===== src/verilog/mem_consts.svh =====
`ifndef MEM_CONSTS_SVH
`define MEM_CONSTS_SVH

// Byte address width of a request.
`define MEM_ADDR_W 32

// Width of one bus word.
`define MEM_DATA_W 32

// Width of the request tag.
`define MEM_TAG_W 4

// Data RAM depth in words.
`define MEM_RAM_WORDS 256

// Cycles from a bus request to bus ready.
`define MEM_RAM_LATENCY 2

`endif


===== src/verilog/mem_pkg.sv =====
`include "mem_consts.svh"

package mem_pkg;

	// Access width of a load or store.
	typedef enum logic [1:0] {
		MEM_BYTE = 2'd0,
		MEM_HALF = 2'd1,
		MEM_WORD = 2'd2
	} mem_width_e;

	// Request as it arrives from the pipeline.
	typedef struct packed {
		logic [`MEM_TAG_W-1:0]  tag;
		logic [4:0]             inst_rd;
		logic                   is_store;
		mem_width_e             width;
		logic                   is_signed;
		logic [`MEM_ADDR_W-1:0] address;
		logic [`MEM_DATA_W-1:0] wdata;
	} mem_req_t;

	// Decoded operation, store data already placed in its lane.
	typedef struct packed {
		logic [`MEM_TAG_W-1:0]  tag;
		logic [4:0]             inst_rd;
		logic                   is_store;
		mem_width_e             width;
		logic                   is_signed;
		logic [`MEM_ADDR_W-3:0] word_addr;
		logic [1:0]             lane;
		logic [`MEM_DATA_W-1:0] store_word;
		logic [`MEM_DATA_W-1:0] merge_mask;
		logic                   misaligned;
	} mem_op_t;

	// Word bus request, rw set for a write.
	typedef struct packed {
		logic                   rw;
		logic [`MEM_ADDR_W-1:0] address;
		logic [`MEM_DATA_W-1:0] wdata;
	} mem_bus_req_t;

	// Result handed to writeback.
	typedef struct packed {
		logic [`MEM_TAG_W-1:0]  tag;
		logic [4:0]             inst_rd;
		logic [`MEM_DATA_W-1:0] value;
		logic                   wb_en;
		logic                   fault;
	} mem_wb_t;

endpackage


===== src/verilog/mem_access_decode.sv =====
`include "mem_consts.svh"

module mem_access_decode
	import mem_pkg::*;
(
	input  mem_req_t i_req,
	output mem_op_t  o_op
);

	logic [1:0]             lane;
	logic [4:0]             shift;
	logic                   misaligned;
	logic [`MEM_DATA_W-1:0] data_low;
	logic [`MEM_DATA_W-1:0] mask_low;

	assign lane  = i_req.address[1:0];
	assign shift = {lane, 3'b000};

	// Halves need an even address, words a multiple of four.
	always_comb begin
		case (i_req.width)
			MEM_HALF: misaligned = lane[0];
			MEM_WORD: misaligned = (lane != 2'b00);
			default:  misaligned = 1'b0;
		endcase
	end

	// Low part of the store data and the bits it covers.
	always_comb begin
		case (i_req.width)
			MEM_BYTE: begin
				data_low = {24'h0, i_req.wdata[7:0]};
				mask_low = 32'h0000_00ff;
			end
			MEM_HALF: begin
				data_low = {16'h0, i_req.wdata[15:0]};
				mask_low = 32'h0000_ffff;
			end
			default: begin
				data_low = i_req.wdata;
				mask_low = 32'hffff_ffff;
			end
		endcase
	end

	always_comb begin
		o_op.tag        = i_req.tag;
		o_op.inst_rd    = i_req.inst_rd;
		o_op.is_store   = i_req.is_store;
		o_op.width      = i_req.width;
		o_op.is_signed  = i_req.is_signed;
		o_op.word_addr  = i_req.address[`MEM_ADDR_W-1:2];
		o_op.lane       = lane;
		o_op.misaligned = misaligned;
		// Loads carry no store data.
		o_op.store_word = i_req.is_store ? (data_low << shift) : '0;
		o_op.merge_mask = i_req.is_store ? (mask_low << shift) : '0;
	end

endmodule


===== config.mk =====
export PLATFORM = sky130hd
export DESIGN_NAME = mem_access_decode
export DESIGN_NICKNAME = d
export VERILOG_FILES = /design/src/verilog/mem_pkg.sv /design/src/verilog/mem_access_decode.sv
export VERILOG_INCLUDE_DIRS = /design/src /design/src/verilog
export SDC_FILE = /design/constraint.sdc
export NUM_CORES = 1
export LEC_CHECK = 0
export ABC_AREA = 1
export BUFFER_PORTS_ARGS = -buffer_cell sky130_fd_sc_hd__buf_4
export CORE_AREA = 2 2 73 75
export DETAILED_ROUTE_END_ITERATION = 8
export DIE_AREA = 0 0 75 77
export PLACE_DENSITY_LB_ADDON = 0.05
export RECOVER_POWER = 100
export SLEW_MARGIN = 0
export SYNTH_ARGS = -nofsm -noshare
export SYNTH_HDL_FRONTEND = slang
export SYNTH_SLANG_ARGS = --single-unit

===== constraint.sdc =====
create_clock -name vclk -period 1.2
set_input_delay 0.12 -clock vclk [all_inputs]
set_output_delay 0.12 -clock vclk [all_outputs]
set_load 0.01 [all_outputs]

==> metrics.md <==
| Metric | Value |
|---|---|
| Number of clock-tree buffers in the layout | 0 |
| Maxcap violations | 0 |
| Cells after DPL | about 400 |
| Sequential cell area | 0 um2 |
| Combined area of the multi-input logic cells | between 800 and 900 um2 |
| Number of pins with negative max-slew slack in the final report | 0 |
| Top cells by count, synth | buf_4 (77), nand2_1 (59), inv_1 (36) |
| Type of the tightest min-delay check | primary input to output port |
| Synthesized netlist cell count | 272 |
| Netlist area before placement | 0.00148 mm2 |
| Yosys top cell area share | about two fifths |
| Final number of setup-violating endpoints | 21 |
| Result of the run | complete, but fails checks |
| Core region area | 0.00498 mm2 |
| Post-DP HPWL | a little under 4 mm |
| ANT cells | 0 |
| Wire length per cell | approximately 13 um |
| Violations in the final reports | setup timing |
| Synthesis warning total | 0 |
| First-pass GRT wire length | roughly 7.5 mm |
| Maximum number of pins on one net before global-route repair | 18 |
| Post-synthesis net count | around 350 |
| Antenna Nets Post-Route | 0 |
| Util after Layout | 44.1% |
| First drt pass iteration count | 4 |
| Arrival time at the worst endpoint | roughly 1.1 ns |
| Via-per-instance ratio | between 4 and 5 |
| Initial Util | between 20 and 30% |
| Mean Syn Cell Area | 5.43 um2 |
| Worst Max-Slew Pin Slew | approximately 0.26 ns |
| Fraction of final layout cells sized beyond drive strength 1 | between 50% and 60% |
| F_max | roughly 800 MHz |
| Design Power | roughly 0.0009 W |
| Cell accounting for the most synthesized area | buf_4 |
| CP endpoint kind | output port |
| Buffers on Ports | approximately 110 |
| I/O pin total | between 150 and 200 |
| Library cell with the highest instance count after synthesis | buf_4 |
| RSZ-0062 raised after global routing | yes |
| Final min period | ~1.3 ns |
| Final net count | between 400 and 500 |
| Area of the die | 0.00578 mm2 |
| Hold_buf cts | 0 |
| Placement-stage worst setup slack | -0.155 ns |
| DR DRC count | 0 |
| Overflow after GRT | 0 |
| Startpoint kind of the worst setup timing path | primary input |
| Width of the die | about 75 um |
| Final worst path period share | 104% |
| Leakage power | about 1.3 nW |
| Weighted congestion reported at the end of routability-driven placement | just under 0.8 |
| Final hold vios | 0 |
| Peak supply drop | around 150 uV |
| Portion of the post-synthesis area used by sequential elements | 0% |
| Max_slew headroom | 82.4% |
| Final worst slack | -0.0518 ns |
| Final sequential cell count | 0 |
| Std-Cell Rows | 26 |
| Vertical extent of the die | 77 um |
| Critical-path cell list | buf_8, inv_4, ha_4, o21ai_4, nand2_4, a21oi_4, buf_12, buf_6 |
| Worst slack on hold paths | 0.240 ns |
| Aggregate global-route resource usage | roughly 16% |
| Final Non-Filler Cells | approximately 400 |
| Maximum single-stage delay on the critical path | 0.20 ns |
| Required time of the worst setup path | about 1.1 ns |
| Biggest area contributors in the synthesized netlist | buf_4 (39%), nand2_1 (15%), inv_1 (9.2%) |
| 1st-iter DRT viols | 36 |
| Number of distinct standard cells referenced by the synthesized netlist | 16 |
| Number of antenna violations at the first check in global routing | 0 |
| Area growth syn-to-layout | 48.7% |
| CP max FO | 8 |
| Via count of the first global-routing pass | 1556 |
| Final Routed Wirelength | just over 5 mm |
| Final-layout fill cell count | 576 |
| Power density over cell area | 398 mW/mm2 |
| Vias after detailed routing | about 1700 |
| Critical-path cell with the highest stage delay | o21ai_4 |
| Critical setup path kind | primary input to output port |
worst max-delay path: cells and delay by family:
family	cells	cell delay [ns]
buf+inv	4	0.37
compound gates	2	0.35
fa+ha+maj	1	0.17
simple gates	1	0.12
path summary, 6_finish.rpt:
check	end	startpoint	depth (start not counted)	slack (ns)
max	o_op[32]	i_req[65]	8	-0.05
min	o_op[104]	i_req[71]	0	0.24
power breakdown:
| group | switching (W) | internal (W) |
|---|---|---|
| logic | 0.000445 | 0.000429 |
| clock network | 0 | 0 |
| registers | 0 | 0 |
layer usage:
layer  up-vias  global-route usage, %  part of all wire (%)
met4         0                   1.25                  0.57
met3        10                   1.58                   8.5
met2        88                   28.8                    49
met1       748                   21.1                    42
met5         -                      0                     0
li1        867                      -                     -
cells in the final DEF (no fill, tap or decap), types with 3 or more instances in the layout:
| cell | n |
|---|---|
| a21oi_2 | 4 |
| nand2_1 | 56 |
| nor2_2 | 8 |
| buf_6 | 18 |
| a21oi_1 | 21 |
| nand2_2 | 4 |
| inv_2 | 3 |
| clkbuf_1 | 11 |
| nand2_4 | 6 |
| inv_4 | 3 |
| inv_1 | 33 |
| nand3_2 | 8 |
| nor2_1 | 20 |
| buf_4 | 91 |
| nand3_1 | 17 |
| buf_12 | 3 |
cells by family after synthesis:
logic type	synth area share [%]
adders and majority gates	3.39
buffers and inverters	51.4
AOI/OAI and AO/OA	9.75
and+or+nand+nor	35.4
cell type report:
cell class                      instances  area share (%)
Timing Repair Buffer                  129            47.5
Multi-Input combinational cell        154            40.6
Inverter                               41            7.92
Tap cell                               70            3.99
repair_timing:
| action | 4_1_cts | 5_1_grt |
|---|---|---|
| setup buffers | 1 | 1 |
| endpoints found under the setup margin | 48 | 41 |
| endpoints found under the hold margin | 0 | 0 |
| resized for setup | 31 | 29 |
| cloned | 2 | 1 |
| pin swaps | 4 | 5 |
metrics by stage:
step	TNS [ns]	area [um2]
after floorplan	0	1510
after global placement	-4.98	1970
after detailed placement	-5.49	1970
after CTS	-0.590	2130
after global routing	-2.49	2200
final	-0.527	2200
Note: power is estimated with default switching activity, not from simulation.
