==> src/verilog/mem_consts.svh <==
`ifndef MEM_CONSTS_SVH
`define MEM_CONSTS_SVH

// Byte address width of a request.
`define MEM_ADDR_W 32

// Width of one bus word.
`define MEM_DATA_W 32

// Width of the request tag.
`define MEM_TAG_W 4

// Data RAM depth in words.
`define MEM_RAM_WORDS 256

// Cycles from a bus request to bus ready.
`define MEM_RAM_LATENCY 2

`endif

==> src/verilog/mem_pkg.sv <==
`include "mem_consts.svh"

package mem_pkg;

	// Access width of a load or store.
	typedef enum logic [1:0] {
		MEM_BYTE = 2'd0,
		MEM_HALF = 2'd1,
		MEM_WORD = 2'd2
	} mem_width_e;

	// Request as it arrives from the pipeline.
	typedef struct packed {
		logic [`MEM_TAG_W-1:0]  tag;
		logic [4:0]             inst_rd;
		logic                   is_store;
		mem_width_e             width;
		logic                   is_signed;
		logic [`MEM_ADDR_W-1:0] address;
		logic [`MEM_DATA_W-1:0] wdata;
	} mem_req_t;

	// Decoded operation, store data already placed in its lane.
	typedef struct packed {
		logic [`MEM_TAG_W-1:0]  tag;
		logic [4:0]             inst_rd;
		logic                   is_store;
		mem_width_e             width;
		logic                   is_signed;
		logic [`MEM_ADDR_W-3:0] word_addr;
		logic [1:0]             lane;
		logic [`MEM_DATA_W-1:0] store_word;
		logic [`MEM_DATA_W-1:0] merge_mask;
		logic                   misaligned;
	} mem_op_t;

	// Word bus request, rw set for a write.
	typedef struct packed {
		logic                   rw;
		logic [`MEM_ADDR_W-1:0] address;
		logic [`MEM_DATA_W-1:0] wdata;
	} mem_bus_req_t;

	// Result handed to writeback.
	typedef struct packed {
		logic [`MEM_TAG_W-1:0]  tag;
		logic [4:0]             inst_rd;
		logic [`MEM_DATA_W-1:0] value;
		logic                   wb_en;
		logic                   fault;
	} mem_wb_t;

endpackage

==> src/verilog/load_align.sv <==
`include "mem_consts.svh"

module load_align
	import mem_pkg::*;
(
	input  logic                   i_done_valid,
	output logic                   o_done_ready,
	input  mem_op_t                i_done_op,
	input  logic [`MEM_DATA_W-1:0] i_done_rdata,
	output logic                   o_wb_valid,
	input  logic                   i_wb_ready,
	output mem_wb_t                o_wb
);

	logic [`MEM_DATA_W-1:0] shifted;
	logic [`MEM_DATA_W-1:0] load_value;
	logic                   is_load;

	// Bring the addressed lane down to bit zero.
	assign shifted = i_done_rdata >> {i_done_op.lane, 3'b000};

	always_comb begin
		case (i_done_op.width)
			MEM_BYTE: begin
				load_value = {{24{i_done_op.is_signed & shifted[7]}}, shifted[7:0]};
			end
			MEM_HALF: begin
				load_value = {{16{i_done_op.is_signed & shifted[15]}}, shifted[15:0]};
			end
			default: begin
				load_value = shifted;
			end
		endcase
	end

	assign is_load = !i_done_op.is_store && !i_done_op.misaligned;

	always_comb begin
		o_wb.tag     = i_done_op.tag;
		o_wb.inst_rd = i_done_op.inst_rd;
		o_wb.value   = is_load ? load_value : '0;
		o_wb.wb_en   = is_load;
		o_wb.fault   = i_done_op.misaligned;
	end

	assign o_wb_valid   = i_done_valid;
	assign o_done_ready = i_wb_ready;

endmodule

==> config.mk <==
export PLATFORM = sky130hd
export DESIGN_NAME = load_align
export DESIGN_NICKNAME = d
export VERILOG_FILES = /design/src/verilog/mem_pkg.sv /design/src/verilog/load_align.sv
export VERILOG_INCLUDE_DIRS = /design/src /design/src/verilog
export SDC_FILE = /design/constraint.sdc
export NUM_CORES = 1
export LEC_CHECK = 0
export BUFFER_PORTS_ARGS = -buffer_cell sky130_fd_sc_hd__buf_2
export CAP_MARGIN = 25
export CORE_AREA = 2 2 73 75
export DETAILED_ROUTE_END_ITERATION = 7
export DIE_AREA = 0 0 75 77
export PLACE_DENSITY = 0.77
export SETUP_SLACK_MARGIN = 0.3
export SYNTH_ARGS = -nofsm -noshare
export SYNTH_HDL_FRONTEND = slang
export SYNTH_SLANG_ARGS = --single-unit
==> constraint.sdc <==
create_clock -name vclk -period 5.2
set_input_delay 0.52 -clock vclk [all_inputs]
set_output_delay 0.52 -clock vclk [all_outputs]
set_load 0.05 [all_outputs]
==> metrics.md, run 1 <==
| Metric | Value |
|---|---|
| RSZ-0062 raised after global routing | `false` |
| Avg WL per Cell | `16.1 microns` |
| Worst path max stage delay | `approximately 740 ps` |
| Worst VDD drop | `roughly 0.035 mV` |
| Seq_cells | `0` |
| Placer Congestion | `between 0.7 and 0.8` |
| Gr ovfl total | `0` |
| Die area | `5780 sq um` |
| Post-synthesis sequential area ratio | `0%` |
| Final HPWL DP | `3150 microns` |
| N_diodes | `0` |
| Vias in the first global route | `1132` |
| Worst EP arrival | `2600 ps` |
| Routed Antenna Nets | `0` |
| Status | `finished, final reports clean` |
| Final min period | `3120 ps` |
| Row count | `26` |
| Fmax | `321 MHz` |
| Hold Crit Depth | `0` |
| CP Launch Type | `input pin` |
| Global routing usage summed across all routing layers | `13.1%` |
| Max-Cap Viols | `0` |
| Min-Delay Path Class | `in2out` |
| Fin. max-slew vios | `0` |
| Detailed Route WL | `4090 microns` |
| Via Count | `1241` |
| Pin count of the biggest net entering global routing | `21` |
| Post-synth cell types | `28` |
| Power Density | `105 nW/um^2` |
| Num ports | `189` |
| Bufs and invs on worst path | `3` |
| CP Cell Sequence | `buf_2, nor2b_1, a32oi_1, buf_4, o211ai_1, buf_2` |
| Synth Area per Inst | `7.56 sq um` |
| Hold-fix buffers, CTS | `0` |
| Ys Warns | `0` |
| Core Region | `4980 sq um` |
| Die X | `about 75 microns` |
| Fillcell total | `567` |
| Worst slack at placement | `between 2000 and 2500 ps` |
| Post-cts repair resize count | `0` |
| Crit path max-delay family | `buffers and inverters` |
| Leakage | `0.663 nW` |
| Final Hold Violating Endpoints | `0` |
| Initial Util | `approximately a fifth` |
| Nets | `330` |
| Critical Path Slowest Stage Cell | `nor2b_1` |
| Sum Neg Setup Slack | `0 ps` |
| First-pass DRT Iterations | `4` |
| Worst-Margin Slew | `868 ps` |
| Mapped Area | `1020 sq um` |
| FF/Latch Area | `0 sq um` |
| Crit-path most repeated cell | `buf_2` |
| Final setup violation count | `0` |
| Post-Syn Nets | `279` |
| Slew headroom | `41.9%` |
| I/O Buffers | `between 70 and 80` |
| CLK BUF | `0` |
| Setup CP Type | `in2out` |
| Die height | `77 microns` |
| Initial DRC Count | `between 50 and 60` |
| Multi-input logic area | `832 sq um` |
| # DRC | `0` |
| First-pass GRT wire length | `between 5000 and 6000 microns` |
| P&R area growth vs syn | `28.4%` |
| Critical Path RT | `4680 ps` |
| Initial antenna violation count | `0` |
| Setup repair bufs after CTS | `0` |
| Post-route setup slack | `~2100 ps` |
| Crit share post-route | `59.9%` |
| Worst Hold Launch | `i_wb_ready` |
| Vias per cell | `between 4 and 5` |
| Share of cells above drive strength 1 | `57.6%` |
| Worst setup EP type | `output pin` |
| Cells after Synth | `135` |
| Hold path endpoint | `o_done_ready` |
| Critical path peak fanout | `20` |
[routing by layer]
metal	global-route usage (%)	up-vias	part of all wire, %
met4	1.96	0	1.6
met5	0	-	0
met2	20.4	78	42
met1	19.3	567	45
met3	1.45	8	11
li1	-	588	-
[final cells by class]
type | instances | area share, %
Inverter | 3 | 0.859
Multi-Input combinational cell | 106 | 63.5
Tap cell | 70 | 6.68
Timing Repair Buffer | 75 | 29.0
[worst max path at each step]
stage,from,to,depth (start not counted)
after floorplan,i_done_op[65],o_wb[15],6
after global placement,i_done_op[65],o_wb[22],6
after detailed placement,i_done_op[65],o_wb[22],6
after CTS,i_done_op[65],o_wb[22],6
after global routing,i_done_op[65],o_wb[20],6
final,i_done_op[65],o_wb[20],6
[kinds of logic (layout without fill, tap and decap cells)]
logic type / Yosys count / in the layout / synth area share, %
AOI/OAI and AO/OA: 41 / 41 / 33.7
xor gates and xnor gates: 1 / 1 / 0.858
buffers and inverters: 29 / 78 / 18.5
muxes: 25 / 25 / 27.7
and+or+nand+nor: 39 / 39 / 19.2
[synth_stat cells (all sizes together)]
master | number | area share (%)
xor2 | 1 | 0.86
and2 | 1 | 0.61
a21boi | 7 | 5.1
or4b | 1 | 1.3
o211ai | 16 | 17
a21oi | 7 | 3.4
or2 | 1 | 0.61
nand2 | 16 | 5.9
o2bb2ai | 1 | 0.86
mux2 | 16 | 18
or4 | 1 | 1.1
mux2i | 8 | 7.8
nor3b | 1 | 0.74
a211oi | 8 | 5.9
nor4b | 1 | 1.5
nor2 | 8 | 2.9
buf | 20 | 15
clkbuf | 6 | 2.2
a32oi | 1 | 0.86
mux4 | 1 | 2.2
a221oi | 1 | 0.86
inv | 3 | 1.1
nor2b | 1 | 0.61
nand3 | 8 | 3.9
[power breakdown]
group	total (mW)	internal [mW]	leakage, nW	switching (mW)
Clock	0	0	0	0
Combinational	0.137	0.0441	0.663	0.0932
Sequential	0	0	0	0
[metrics by stage]
stage	instances	total power, mW	cell area [sq um]	hold WS [ps]	util [%]
5_1_grt	254	0.147	1310	1040	26.3
3_3_place_gp	254	0.136	1310	1040	26.3
3_5_place_dp	254	0.138	1310	1040	26.3
6_report	254	0.137	1310	1040	26.3
4_1_cts	254	0.138	1310	1040	26.3
2_1_floorplan	135	0.119	1020	1210	-
[cells in the final DEF (no fill, tap or decap)]
master,count
and2_1,1
a221oi_1,1
a21oi_1,7
buf_2,73
buf_4,2
mux2_2,16
inv_1,3
o2bb2ai_1,1
nor2_1,8
a21boi_0,7
nor4b_2,1
a32oi_1,1
mux4_2,1
or2_2,1
a211oi_1,8
o211ai_2,10
nor3b_1,1
mux2i_1,8
or4_4,1
xor2_1,1
o211ai_1,6
nand2_1,16
nand3_1,8
or4b_4,1
nor2b_1,1
Note: power is estimated with default switching activity, not from simulation.
==> run 2, diff against run 1 <==
--- a/config.mk
+++ b/config.mk
@@ -6,12 +6,13 @@
 export SDC_FILE = /design/constraint.sdc
 export NUM_CORES = 1
 export LEC_CHECK = 0
+export ABC_AREA = 1
 export BUFFER_PORTS_ARGS = -buffer_cell sky130_fd_sc_hd__buf_2
 export CAP_MARGIN = 25
-export CORE_AREA = 2 2 73 75
+export CORE_AREA = 2 2 72 74
 export DETAILED_ROUTE_END_ITERATION = 7
-export DIE_AREA = 0 0 75 77
-export PLACE_DENSITY = 0.77
+export DIE_AREA = 0 0 74 76
+export PLACE_DENSITY = 0.84
 export SETUP_SLACK_MARGIN = 0.3
 export SYNTH_ARGS = -nofsm -noshare
 export SYNTH_HDL_FRONTEND = slang
==> constraint.sdc (replaced) <==
create_clock -name vclk -period 2.6
set_input_delay 0.26 -clock vclk [all_inputs]
set_output_delay 0.26 -clock vclk [all_outputs]
set_load 0.05 [all_outputs]
==> run 2 against run 1 <==
Area after synthesis increased by 11%. Die area decreased by 2.6%. Synthesized cell count increased by 64%. Clock-buffer cell count stayed put.
==> metrics.md, run 2 <==
| Metric | Value |
|---|---|
| Status | `finished, final reports clean` |
| N_diodes | `0` |
| Setup CP Type | `in2out` |
| Slew headroom | `71.9%` |
| Vias in the first global route | `1349` |
| Most frequent cells in the layout | `94 x nand2_1, 73 x buf_2, 24 x nand3_1, 24 x a21oi_1, 17 x inv_1` |
| Worst VDD drop | `around 0.11 mV` |
| CLK BUF | `0` |
| Via Count | `1572` |
| Sum Neg Setup Slack | `0 ps` |
| I/O Buffers | `73` |
| Seq_cells | `0` |
| Ys Warns | `0` |
| Pin count of the biggest net entering global routing | `26` |
| P&R area growth vs syn | `22.0%` |
| Post-cts repair resize count | `0` |
| Initial DRC Count | `between 40 and 50` |
| Gr ovfl total | `0` |
| Detailed Route WL | `4310 microns` |
| Die area | `approximately 5600 sq um` |
| Die X | `74 microns` |
| Placer Congestion | `0.796` |
| RSZ-0062 raised after global routing | `false` |
| Final min period | `1970 ps` |
| Vias per cell | `4.64` |
| Worst setup EP type | `output pin` |
| Leakage | `between 0.8 and 0.9 nW` |
| Final Hold Violating Endpoints | `0` |
| Max-Cap Viols | `0` |
| Avg WL per Cell | `12.7 microns` |
| Num ports | `about 190` |
| Hold-fix buffers, CTS | `0` |
| Final HPWL DP | `3400 microns` |
| Critical Path RT | `2340 ps` |
| Main area contributors after synthesis | `nand2_1 31%, buf_4 11%, a21oi_1 11%, nand3_1 11%, inv_1 5.6%` |
| Post-synthesis sequential area ratio | `0%` |
| Fin. max-slew vios | `0` |
| Critical path peak fanout | `20` |
| Setup repair bufs after CTS | `0` |
| Cell taking the most area after synthesis | `nand2_1` |
| # DRC | `0` |
| Row count | `26` |
| Initial Util | `23.1%` |
| Global routing usage summed across all routing layers | `14.9%` |
| Worst-Margin Slew | `421 ps` |
| Synth Area per Inst | `5.12 sq um` |
| Fillcell total | `564` |
| Final core utilization | `28.2%` |
| Critical path origin | `i_done_op[66]` |
| CP Launch Type | `input pin` |
| Mapped Area | `1140 sq um` |
| Share of cells above drive strength 1 | `a little over a third` |
| Crit share post-route | `75.8%` |
| Commonest cells post-synth | `94 x nand2_1, 24 x a21oi_1, 24 x nand3_1` |
| FF/Latch Area | `0 sq um` |
| Final setup violation count | `0` |
| Core Region | `around 5000 sq um` |
| Power Density | `210 nW/um^2` |
| Routed Antenna Nets | `0` |
| Initial antenna violation count | `0` |
| Min-Delay Path Class | `in2out` |
| Min Hold Slack | `520 ps` |
| Most common cell in the netlist | `nand2_1` |
| Most common cell after layout, fill and taps aside | `nand2_1` |
| Post-synth cell types | `20` |
| First-pass DRT Iterations | `4` |
| Total Power | `slightly below 0.3 mW` |
| Nets | `slightly above 400` |
| Cells after Synth | `222` |
| Post-Syn Nets | `366` |
| Worst EP arrival | `1710 ps` |
| CP Capture Point | `o_wb[18]` |
| Post-synth top area share | `31.1%` |
| Worst Hold Launch | `i_done_op[103]` |
| Die height | `about 76 microns` |
| First-pass GRT wire length | `around 6700 microns` |
| Fmax | `507 MHz` |
## run 2: cell count changes after synthesis, sizes merged, moves of 8 or more
cell	change
nand3	+21
nand2	+83
inv	+20
a21oi	+17
mux2	-16
mux2i	-8
a211oi	-8
o211ai	-16
## run 2: cells by family after synthesis
family                 share of synthesized area [%]
AND/OR/NAND/NOR                                 53.7
buffers and inverters                           28.7
AO/OA/AOI/OAI                                   17.5
## run 2: area by class of cell
type	count	area (sq um)	area share, %
multi-input cells	169	810	58.4
repair buffers	77	395	28.5
inverters	23	93.8	6.77
well taps	70	87.6	6.32
## run 2: worst max-delay path, stage by stage
cell and delay [ps]:
buf_2 190, inv_2 280, nand3_2 160, nand3_4 190, nand3_4 220, nand2_1 150
inv_1 50, buf_2 200
## run 2: through the flow
step	setup slack, ps	cells	cell area (sq um)
after global routing	489	339	1390
after CTS	594	339	1390
after detailed placement	590	339	1390
after floorplan	656	222	1140
final	629	339	1390
after global placement	625	339	1390
## run 2: worst min path at each step
stage	end	slack, ps	cells after the start
3_3_place_gp	o_done_ready	520	0
6_report	o_wb[36]	520	0
4_1_cts	o_done_ready	520	0
5_1_grt	o_wb[39]	520	0
2_1_floorplan	o_done_ready	690	1
3_5_place_dp	o_done_ready	520	0
## run 2: per-layer routing
metal  GRT usage, %  wire (microns)  vias up
met3           7.14             709        6
li1               -               -      784
met5              0               0        -
met2           21.3            1710       92
met1           20.6            1850      690
met4           1.82              49        0
## run 2: power breakdown
group / switching [mW] / internal (mW) / total [mW]
clock network: 0 / 0 / 0
logic: 0.210 / 0.0820 / 0.292
registers: 0 / 0 / 0
total: 0.210 / 0.0820 / 0.292
